[src/usbfs_pkg.sv]
/*
 Shared constants and types for the USB full-speed transmitter.
 Timing assumes a 48 MHz clock, 4 clocks per 12 Mbit/s bit.
*/
package usbfs_pkg;

  localparam int BIT_PERIOD = 4;                // 48 MHz / 12 Mbit/s
  localparam int FIFO_DEPTH = 32;               // payload bytes
  localparam int LEVEL_W    = 6;                // holds 0..FIFO_DEPTH

  // {usb_p, usb_n}
  localparam logic [1:0] LINE_J   = 2'b10;      // full speed idle
  localparam logic [1:0] LINE_K   = 2'b01;
  localparam logic [1:0] LINE_SE0 = 2'b00;

  localparam logic [7:0]  SYNC_BYTE  = 8'h80;   // KJKJKJKK on the wire
  localparam logic [15:0] CRC16_POLY = 16'hA001; // 0x8005 reflected

  localparam logic [1:0] ADDR_DATA   = 2'd0;
  localparam logic [1:0] ADDR_CTRL   = 2'd1;
  localparam logic [1:0] ADDR_STATUS = 2'd2;

  typedef enum logic [3:0] {
    DATA0 = 4'b0011,
    DATA1 = 4'b1011,
    ACK   = 4'b0010,
    NAK   = 4'b1010,
    STALL = 4'b1110
  } pid_e;

  typedef enum logic [2:0] {
    IDLE,
    SYNC,
    PID,
    PAYLOAD,
    CRC_LO,
    CRC_HI,
    WAIT_EOP
  } pkt_state_e;

endpackage

[src/usb_line_tx.sv]
/*
 NRZI serializer for full speed, one bit every BIT_PERIOD clocks, lsb first.
 A zero is stuffed after six ones, also ahead of the EOP.
 The packet ends when valid is low at a byte boundary.
*/
`timescale 1ns/10ps

module usb_line_tx (
  input  logic       clk,
  input  logic       rst_n,
  input  logic       valid,
  input  logic [7:0] data,
  output logic       rd,
  output logic       en,
  output logic       usb_p,
  output logic       usb_n
);

  localparam int TICK_W = $clog2(usbfs_pkg::BIT_PERIOD);

  logic [TICK_W-1:0] tick;     // clocks left in the current bit
  logic [2:0]        bits;     // data bits still in shift
  logic [2:0]        ones;     // run of ones on the line
  logic [7:0]        shift;
  logic [1:0]        line;
  logic [1:0]        line_tgl;
  logic              eop;
  logic [1:0]        eop_cnt;
  logic              tx_bit;

  assign line_tgl = (line == usbfs_pkg::LINE_J) ? usbfs_pkg::LINE_K : usbfs_pkg::LINE_J;
  assign tx_bit   = (bits != 3'd0) ? shift[0] : data[0];   // next data bit
  assign {usb_p, usb_n} = line;

  always_ff @(posedge clk or negedge rst_n)
  begin
    if (!rst_n)
    begin
      rd      <= 1'b0;
      en      <= 1'b0;
      tick    <= '0;
      bits    <= '0;
      ones    <= '0;
      shift   <= '0;
      line    <= usbfs_pkg::LINE_J;
      eop     <= 1'b0;
      eop_cnt <= '0;
    end
    else
    begin
      rd <= 1'b0;
      if (tick != '0)
        tick <= tick - 1'b1;
      else if (eop)
      begin
        // SE0 for two bits, J for one, then release
        case (eop_cnt)
          2'd1:
          begin
            tick    <= TICK_W'(usbfs_pkg::BIT_PERIOD - 1);
            line    <= usbfs_pkg::LINE_J;
            eop_cnt <= 2'd2;
          end
          2'd2:
          begin
            en      <= 1'b0;
            eop     <= 1'b0;
            eop_cnt <= 2'd0;
            ones    <= '0;
          end
          default:
          begin
            tick    <= TICK_W'(usbfs_pkg::BIT_PERIOD - 1);
            eop_cnt <= 2'd1;                 // second SE0 bit
          end
        endcase
      end
      else if (en && ones == 3'd6)
      begin
        tick <= TICK_W'(usbfs_pkg::BIT_PERIOD - 1);
        line <= line_tgl;                    // stuffed zero
        ones <= '0;
      end
      else if (bits != 3'd0 || valid)
      begin
        tick <= TICK_W'(usbfs_pkg::BIT_PERIOD - 1);
        if (bits != 3'd0)
        begin
          shift <= {1'b0, shift[7:1]};
          bits  <= bits - 1'b1;
        end
        else
        begin
          shift <= {1'b0, data[7:1]};        // take new byte
          bits  <= 3'd7;
          rd    <= 1'b1;
          en    <= 1'b1;
        end
        if (tx_bit)
          ones <= ones + 1'b1;               // one holds the line
        else
        begin
          line <= line_tgl;
          ones <= '0;
        end
      end
      else if (en)
      begin
        tick    <= TICK_W'(usbfs_pkg::BIT_PERIOD - 1);
        line    <= usbfs_pkg::LINE_SE0;      // first EOP bit
        eop     <= 1'b1;
        eop_cnt <= 2'd0;
      end
    end
  end

endmodule

[src/usb_packetizer.sv]
/*
 Builds SYNC, PID, payload and CRC16 as a byte stream for the line transmitter.
 The byte count is the FIFO level at start; handshake PIDs carry no payload.
*/
`timescale 1ns/10ps

module usb_packetizer (
  input  logic                          clk,
  input  logic                          rst_n,
  input  logic                          start,
  input  logic [3:0]                    pid,
  input  logic [7:0]                    head,
  input  logic [usbfs_pkg::LEVEL_W-1:0] level,
  input  logic                          rd,
  input  logic                          en,
  output logic                          pop,
  output logic                          valid,
  output logic [7:0]                    data,
  output logic                          busy
);

  usbfs_pkg::pkt_state_e         state;
  usbfs_pkg::pid_e               pid_q;
  logic [usbfs_pkg::LEVEL_W-1:0] count;      // payload bytes left
  logic [15:0]                   crc;
  logic                          is_data;

  // one byte of the reflected CRC16, lsb first
  function automatic logic [15:0] crc16_byte(input logic [15:0] crc_in, input logic [7:0] b);
    logic [15:0] c;
    c = crc_in ^ {8'h00, b};
    for (int i = 0; i < 8; i++)
    begin
      c = c[0] ? ((c >> 1) ^ usbfs_pkg::CRC16_POLY) : (c >> 1);
    end
    return c;
  endfunction

  assign is_data = (pid_q == usbfs_pkg::DATA0) || (pid_q == usbfs_pkg::DATA1);
  assign busy    = (state != usbfs_pkg::IDLE);

  always_ff @(posedge clk or negedge rst_n)
  begin
    if (!rst_n)
    begin
      state <= usbfs_pkg::IDLE;
      pid_q <= usbfs_pkg::ACK;
      count <= '0;
      crc   <= 16'hFFFF;
      valid <= 1'b0;
      data  <= '0;
      pop   <= 1'b0;
    end
    else
    begin
      pop <= 1'b0;
      case (state)
        usbfs_pkg::IDLE:
          if (start)
          begin
            pid_q <= usbfs_pkg::pid_e'(pid);
            count <= level;                  // snapshot of queued payload
            crc   <= 16'hFFFF;
            data  <= usbfs_pkg::SYNC_BYTE;
            valid <= 1'b1;
            state <= usbfs_pkg::SYNC;
          end
        usbfs_pkg::SYNC:
          if (rd)
          begin
            data  <= {~pid_q, pid_q};        // check nibble on top
            state <= usbfs_pkg::PID;
          end
        usbfs_pkg::PID, usbfs_pkg::PAYLOAD:
          if (rd)
          begin
            if (!is_data)
            begin
              valid <= 1'b0;                 // handshake ends here
              state <= usbfs_pkg::WAIT_EOP;
            end
            else if (count != '0)
            begin
              data  <= head;
              pop   <= 1'b1;
              crc   <= crc16_byte(crc, head);
              count <= count - 1'b1;
              state <= usbfs_pkg::PAYLOAD;
            end
            else
            begin
              data  <= ~crc[7:0];            // low byte first
              state <= usbfs_pkg::CRC_LO;
            end
          end
        usbfs_pkg::CRC_LO:
          if (rd)
          begin
            data  <= ~crc[15:8];
            state <= usbfs_pkg::CRC_HI;
          end
        usbfs_pkg::CRC_HI:
          if (rd)
          begin
            valid <= 1'b0;
            state <= usbfs_pkg::WAIT_EOP;
          end
        usbfs_pkg::WAIT_EOP:
          if (!en)                           // EOP done on the line
            state <= usbfs_pkg::IDLE;
        default:
          state <= usbfs_pkg::IDLE;
      endcase
    end
  end

endmodule

[src/usb_tx_fifo.sv]
/*
 Show-ahead payload FIFO, head is valid whenever level is non-zero.
 Pushes while full and pops while empty are dropped silently.
*/
`timescale 1ns/10ps

module usb_tx_fifo (
  input  logic                          clk,
  input  logic                          rst_n,
  input  logic                          push,
  input  logic [7:0]                    push_data,
  input  logic                          pop,
  output logic [7:0]                    head,
  output logic [usbfs_pkg::LEVEL_W-1:0] level
);

  logic [7:0]                    mem [usbfs_pkg::FIFO_DEPTH];
  logic [usbfs_pkg::LEVEL_W-2:0] wr_ptr;   // wraps at depth
  logic [usbfs_pkg::LEVEL_W-2:0] rd_ptr;
  logic                          do_push;
  logic                          do_pop;

  assign do_push = push && (level != usbfs_pkg::LEVEL_W'(usbfs_pkg::FIFO_DEPTH));
  assign do_pop  = pop && (level != '0);
  assign head    = mem[rd_ptr];                // oldest byte

  always_ff @(posedge clk)
  begin
    if (do_push)
      mem[wr_ptr] <= push_data;
  end

  always_ff @(posedge clk or negedge rst_n)
  begin
    if (!rst_n)
    begin
      wr_ptr <= '0;
      rd_ptr <= '0;
      level  <= '0;
    end
    else
    begin
      if (do_push)
        wr_ptr <= wr_ptr + 1'b1;
      if (do_pop)
        rd_ptr <= rd_ptr + 1'b1;
      case ({do_push, do_pop})
        2'b10:   level <= level + 1'b1;
        2'b01:   level <= level - 1'b1;
        default: level <= level;           // none or both
      endcase
    end
  end

endmodule

[src/usb_wb_regs.sv]
/*
 Wishbone classic slave, ack one cycle after cyc and stb, no wait states.
 A send write is dropped while the packetizer is busy.
*/
`timescale 1ns/10ps

module usb_wb_regs (
  input  logic                          clk,
  input  logic                          rst_n,
  input  logic                          cyc,
  input  logic                          stb,
  input  logic                          we,
  input  logic [1:0]                    adr,
  input  logic [15:0]                   dat_i,
  input  logic                          busy,
  input  logic [usbfs_pkg::LEVEL_W-1:0] level,
  output logic [15:0]                   dat_o,
  output logic                          ack,
  output logic                          push,
  output logic [7:0]                    push_data,
  output logic                          start,
  output logic [3:0]                    pid
);

  logic req;
  logic wr_data;
  logic wr_ctrl;
  logic rd_status;

  assign req       = cyc && stb && !ack;     // new request, not yet acked
  assign wr_data   = req && we && (adr == usbfs_pkg::ADDR_DATA);
  assign wr_ctrl   = req && we && (adr == usbfs_pkg::ADDR_CTRL);
  assign rd_status = req && !we && (adr == usbfs_pkg::ADDR_STATUS);

  always_ff @(posedge clk or negedge rst_n)
  begin
    if (!rst_n)
    begin
      ack   <= 1'b0;
      push  <= 1'b0;
      start <= 1'b0;
      dat_o <= '0;
    end
    else
    begin
      ack   <= req;
      push  <= wr_data;
      start <= wr_ctrl && dat_i[8] && !busy;   // send strobe
      if (rd_status)
        dat_o <= {7'd0, busy, 2'd0, level};
      else
        dat_o <= '0;                         // DATA and CTRL read as zero
    end
  end

  always_ff @(posedge clk)
  begin
    if (wr_data)
      push_data <= dat_i[7:0];
    if (wr_ctrl)
      pid <= dat_i[3:0];
  end

endmodule

[src/usbfs_tx_top.sv]
/*
 USB full-speed transmit path behind a Wishbone classic slave, 48 MHz clk.
 No receive path, tokens or low speed.
*/
`timescale 1ns/10ps

module usbfs_tx_top (
  input  logic        clk,
  input  logic        rst_n,
  input  logic        cyc,
  input  logic        stb,
  input  logic        we,
  input  logic [1:0]  adr,
  input  logic [15:0] dat_i,
  output logic [15:0] dat_o,
  output logic        ack,
  output logic        usb_p,
  output logic        usb_n,
  output logic        en
);

  logic                          push;
  logic [7:0]                    push_data;
  logic                          pop;
  logic [7:0]                    head;
  logic [usbfs_pkg::LEVEL_W-1:0] level;
  logic                          start;
  logic [3:0]                    pid;
  logic                          busy;
  logic                          valid;
  logic [7:0]                    data;
  logic                          rd;

  usb_wb_regs u_regs (
    .clk(clk), .rst_n(rst_n), .cyc(cyc), .stb(stb), .we(we), .adr(adr),
    .dat_i(dat_i), .busy(busy), .level(level), .dat_o(dat_o), .ack(ack),
    .push(push), .push_data(push_data), .start(start), .pid(pid)
  );

  usb_tx_fifo u_fifo (
    .clk(clk), .rst_n(rst_n), .push(push), .push_data(push_data),
    .pop(pop), .head(head), .level(level)
  );

  usb_packetizer u_pkt (
    .clk(clk), .rst_n(rst_n), .start(start), .pid(pid), .head(head),
    .level(level), .rd(rd), .en(en), .pop(pop), .valid(valid),
    .data(data), .busy(busy)
  );

  usb_line_tx u_line (
    .clk(clk), .rst_n(rst_n), .valid(valid), .data(data), .rd(rd),
    .en(en), .usb_p(usb_p), .usb_n(usb_n)
  );

endmodule

[config.mk]
export PLATFORM = sky130hd
export DESIGN_NAME = usbfs_tx_top
export DESIGN_NICKNAME = d
export VERILOG_FILES = /design/src/usbfs_pkg.sv /design/src/usb_line_tx.sv /design/src/usb_packetizer.sv /design/src/usb_tx_fifo.sv /design/src/usb_wb_regs.sv /design/src/usbfs_tx_top.sv
export SDC_FILE = /design/constraint.sdc
export NUM_CORES = 1
export LEC_CHECK = 0
export BUFFER_PORTS_ARGS = -buffer_cell sky130_fd_sc_hd__buf_2
export CAP_MARGIN = 25
export CORE_AREA = 8 8 255 257
export DETAILED_ROUTE_END_ITERATION = 10
export DIE_AREA = 0 0 263 265
export GPL_TIMING_DRIVEN = 0
export REMOVE_ABC_BUFFERS = 1
export SYNTH_ARGS = -nofsm -noshare
export SYNTH_HDL_FRONTEND = slang
export SYNTH_SLANG_ARGS = --single-unit
[constraint.sdc]
create_clock -name clk -period 7.6 [get_ports clk]
set_input_delay 1.52 -clock clk [delete_from_list [all_inputs] [get_ports clk]]
set_output_delay 1.52 -clock clk [all_outputs]
set_load 0.05 [all_outputs]
==> results.yml <==
global_routing:
  antenna_found_initial: 0
  gr-total-overflow: 0
  grt_pass1_vias: 8193
  grt_max_degree: 65
  grt_use_total: 0.0908
  grt_pass1_wl_mm: 49.8
yosys:
  synth.cell_area_sq_um: 15100
  async_reset_ff_frac: 0.245
  syn_inst: 982
  yosysSeqAreaShare: 0.680
  synth_cell_types: 69
  ys_ff_latch: 355
  synth-edff-count: 268
  avgSynthCellArea_sq_um: 15.4
  synth_ff_type: "edfxtp_1"
  yosysWarnings: 0
power:
  p_leak_nw: 5.85
  power_density_nw_per_um2: 246
  power_frac_clock: 0.396
  finalPower_mw: 4.28
  combinationalPowerShare: 0.087
  seqPwrFrac: 0.518
  ir_drop_mv: 0.165
  switching_power_mw: 1.03
  switching_share: 0.241
  p_int_mw: 3.25
sta:
  whs_ns: 0.481
  slew_headroom: 0.307
  hold_violations: 0
  rsz0062_at_grt: "no"
  drv_slew: 0
  skew_ns: 0.0259
  finalCritPeriodShare: 0.504
  worst_pin_slew_ns: 1.03
  fmax_ghz: 0.261
  setup_viol: 0
  fin_setup_tns_ns: 0
  fin_crit_ns: 3.83
critical_path:
  critPathRequiredTime_ns: 8.06
  crit_arrival_ns: 4.29
  slowest_stage: "dfrtp_4"
  end_kind: "flip-flop"
  cpMostUsedCell: "xnor2_2"
  path_class: "reg2reg"
  worstSetupStartpointType: "flip-flop"
  critPathMaxFanout: 46
  slowest_delay_ns: 0.73
  cp_cell_sequence: "buf_16 > mux4_2 > a211oi_1 > a22oi_2 > xnor2_2 > xnor2_2 > xnor3_2 > xor2_1 > a21oi_1"
  reg2reg_slack_ns: 3.77
  r2r-start: "u_fifo.rd_ptr[0]"
  r2r_cells: 9
  r2r-end: "u_pkt.crc[15]"
clocking:
  numCtsBuffers: 36
  clk_latency_ns: 0.54
  postCtsHoldBufs: 0
  cts-resized-gates: 0
  cts_tree: "yes"
  clk_root_buffer_cell: "clkbuf_16"
  clk_pin_slew_ns: 0.06
  clockBufferDepth: 3
  post-cts-setup-buffers: 0
  cts.sink_count: 355
  cts_htree_levels: 2
outcome:
  outcome: "complete, no violations"
floorplan:
  die_area_sq_um: 69700
  num_io_pins: 43
  initial_utilization: 0.247
  rows: 91
  core_sq_um: 61000
  die_h_microns: 265
  die_x_microns: 263
cells_and_area:
  layout_common_cells: "edfxtp_1, nor2_1, dfrtp_1"
  num_antenna_cells: 0
  fin_nets: 1056
  final.fill_count: 6087
  areaGrowthSynthToFinish_pct: 15.3
  drive_gt1_frac: 0.174
  mostFrequentLayoutCell: "edfxtp_1"
hold_path:
  min_path_cells: 2
  whs_endpoint: "u_line.shift[1]"
  hold_path.class: "reg2reg"
  min-delay-start: "u_line.shift[1]"
detailed_routing:
  drtAntennaViolNets: 0
  wl_per_cell_microns: 17.8
  wl_mm: 32.6
  drtPass1Iterations: 5
  drcViolationCount: 0
  viasPerCell: 4.50
  route.vias.total: 8237
  drt_iter0_drc: 737
job:
  cap_violations: 0
placed_design:
  io_buffer_count: 26
  gp_congestion: 0.782
  dpl.hpwl_mm: 21.3
## worst max-delay path, delay by kind of cell (launching register included)
family	cells	cell delay [ns]
xor+xnor	4	1.04
buf+inv	1	0.31
compound gates	3	1.04
flops	1	0.73
mux	1	0.56
## how the worst max path moves through the flow
stage,start,end
2_1_floorplan,u_fifo.rd_ptr[0],u_pkt.crc[15]
3_3_place_gp,u_fifo.rd_ptr[0],u_pkt.crc[15]
3_5_place_dp,u_fifo.rd_ptr[3],u_pkt.crc[15]
4_1_cts,u_fifo.rd_ptr[3],u_pkt.crc[15]
5_1_grt,u_fifo.rd_ptr[0],u_pkt.crc[0]
6_report,u_fifo.rd_ptr[0],u_pkt.crc[15]
## cell families after synthesis
family                   share of synthesized area
flip-flops                                   0.680
AND/OR/NAND/NOR                             0.0593
AO/OA/AOI/OAI                               0.0835
multiplexers                                 0.105
buffers and inverters                       0.0301
XOR/XNOR                                    0.0242
adder cells (fa/ha/maj)                     0.0179
other                                     0.000249
## state kept, by name (all words and copies together) (netlist names), 4 cells and up
| name | cells |
|---|---|
| u_fifo.level | 6 |
| u_fifo.mem | 256 |
| u_fifo.rd_ptr | 5 |
| u_fifo.wr_ptr | 5 |
| u_line.shift | 7 |
| u_pkt.count | 6 |
| u_pkt.crc | 16 |
| u_pkt.data | 8 |
| u_pkt.pid_q | 4 |
| u_regs.dat_o | 7 |
| u_regs.pid | 4 |
| u_regs.push_data | 8 |
## layout make-up
cell class	instances	area, sq um	area share
tap	790	988	0.0569
timing repair buffer	45	500	0.0288
clock inverter	17	139	0.00799
multi-input combinational	550	4420	0.254
inverter	24	90.1	0.00518
clock buffer	49	991	0.0570
sequential	355	10300	0.590
## per-stage QoR
stage	setup slack [ns]	cell area (sq um)	instances	util
6_report	3.77	17400	1830	0.285
5_1_grt	3.61	17400	1830	0.285
4_1_cts	3.61	17200	1821	0.282
3_5_place_dp	3.62	16100	1755	0.263
3_3_place_gp	1.50	15900	1745	0.260
2_1_floorplan	3.06	14700	929	-
## power groups by stage
| stage | combinational [mW] | sequential [mW] | clock, mW |
|---|---|---|---|
| 2_1_floorplan | 0.263 | 2.25 | 0 |
| 3_3_place_gp | 0.353 | 2.25 | 0 |
| 3_5_place_dp | 0.367 | 2.26 | 0 |
| 4_1_cts | 0.369 | 2.22 | 1.73 |
| 5_1_grt | 0.416 | 2.23 | 1.81 |
| 6_report | 0.370 | 2.22 | 1.69 |
## routing by layer
metal | vias up | routed length, microns | global-route usage
met5 | - | 0 | 0
met4 | 0 | 651 | 0.0260
met3 | 43 | 1640 | 0.0196
met2 | 186 | 16000 | 0.152
met1 | 4209 | 14400 | 0.118
li1 | 3799 | - | -
## Yosys cell counts (4+ instances only)
master	count	area, sq um
nand2b_1	9	56.3
nor2_1	67	251
mux2_2	9	101
mux2i_1	58	581
a22o_1	12	105
buf_4	13	97.6
nand3_1	7	35.0
dfstp_2	18	473
buf_6	7	78.8
nor2b_1	11	68.8
nand2_1	60	225
xnor2_1	15	131
a31oi_1	9	56.3
o21ai_0	36	180
o211ai_1	4	30.0
dfrtp_1	69	1730
o22a_1	6	52.6
and2_1	8	50.1
ha_1	20	250
mux4_1	6	158
xnor2_2	5	81.3
clkbuf_1	27	101
nand3b_1	5	37.5
o221ai_1	7	61.3
a22oi_1	10	75.1
a21oi_1	43	215
buf_2	8	40.0
mux4_2	33	743
o21ai_1	6	30.0
o22ai_1	15	93.8
a211oi_1	7	52.6
edfxtp_1	268	8050
xor2_1	12	105
inv_1	24	90.1
nor3_1	8	40.0
Note: power is estimated with default switching activity, not from simulation.
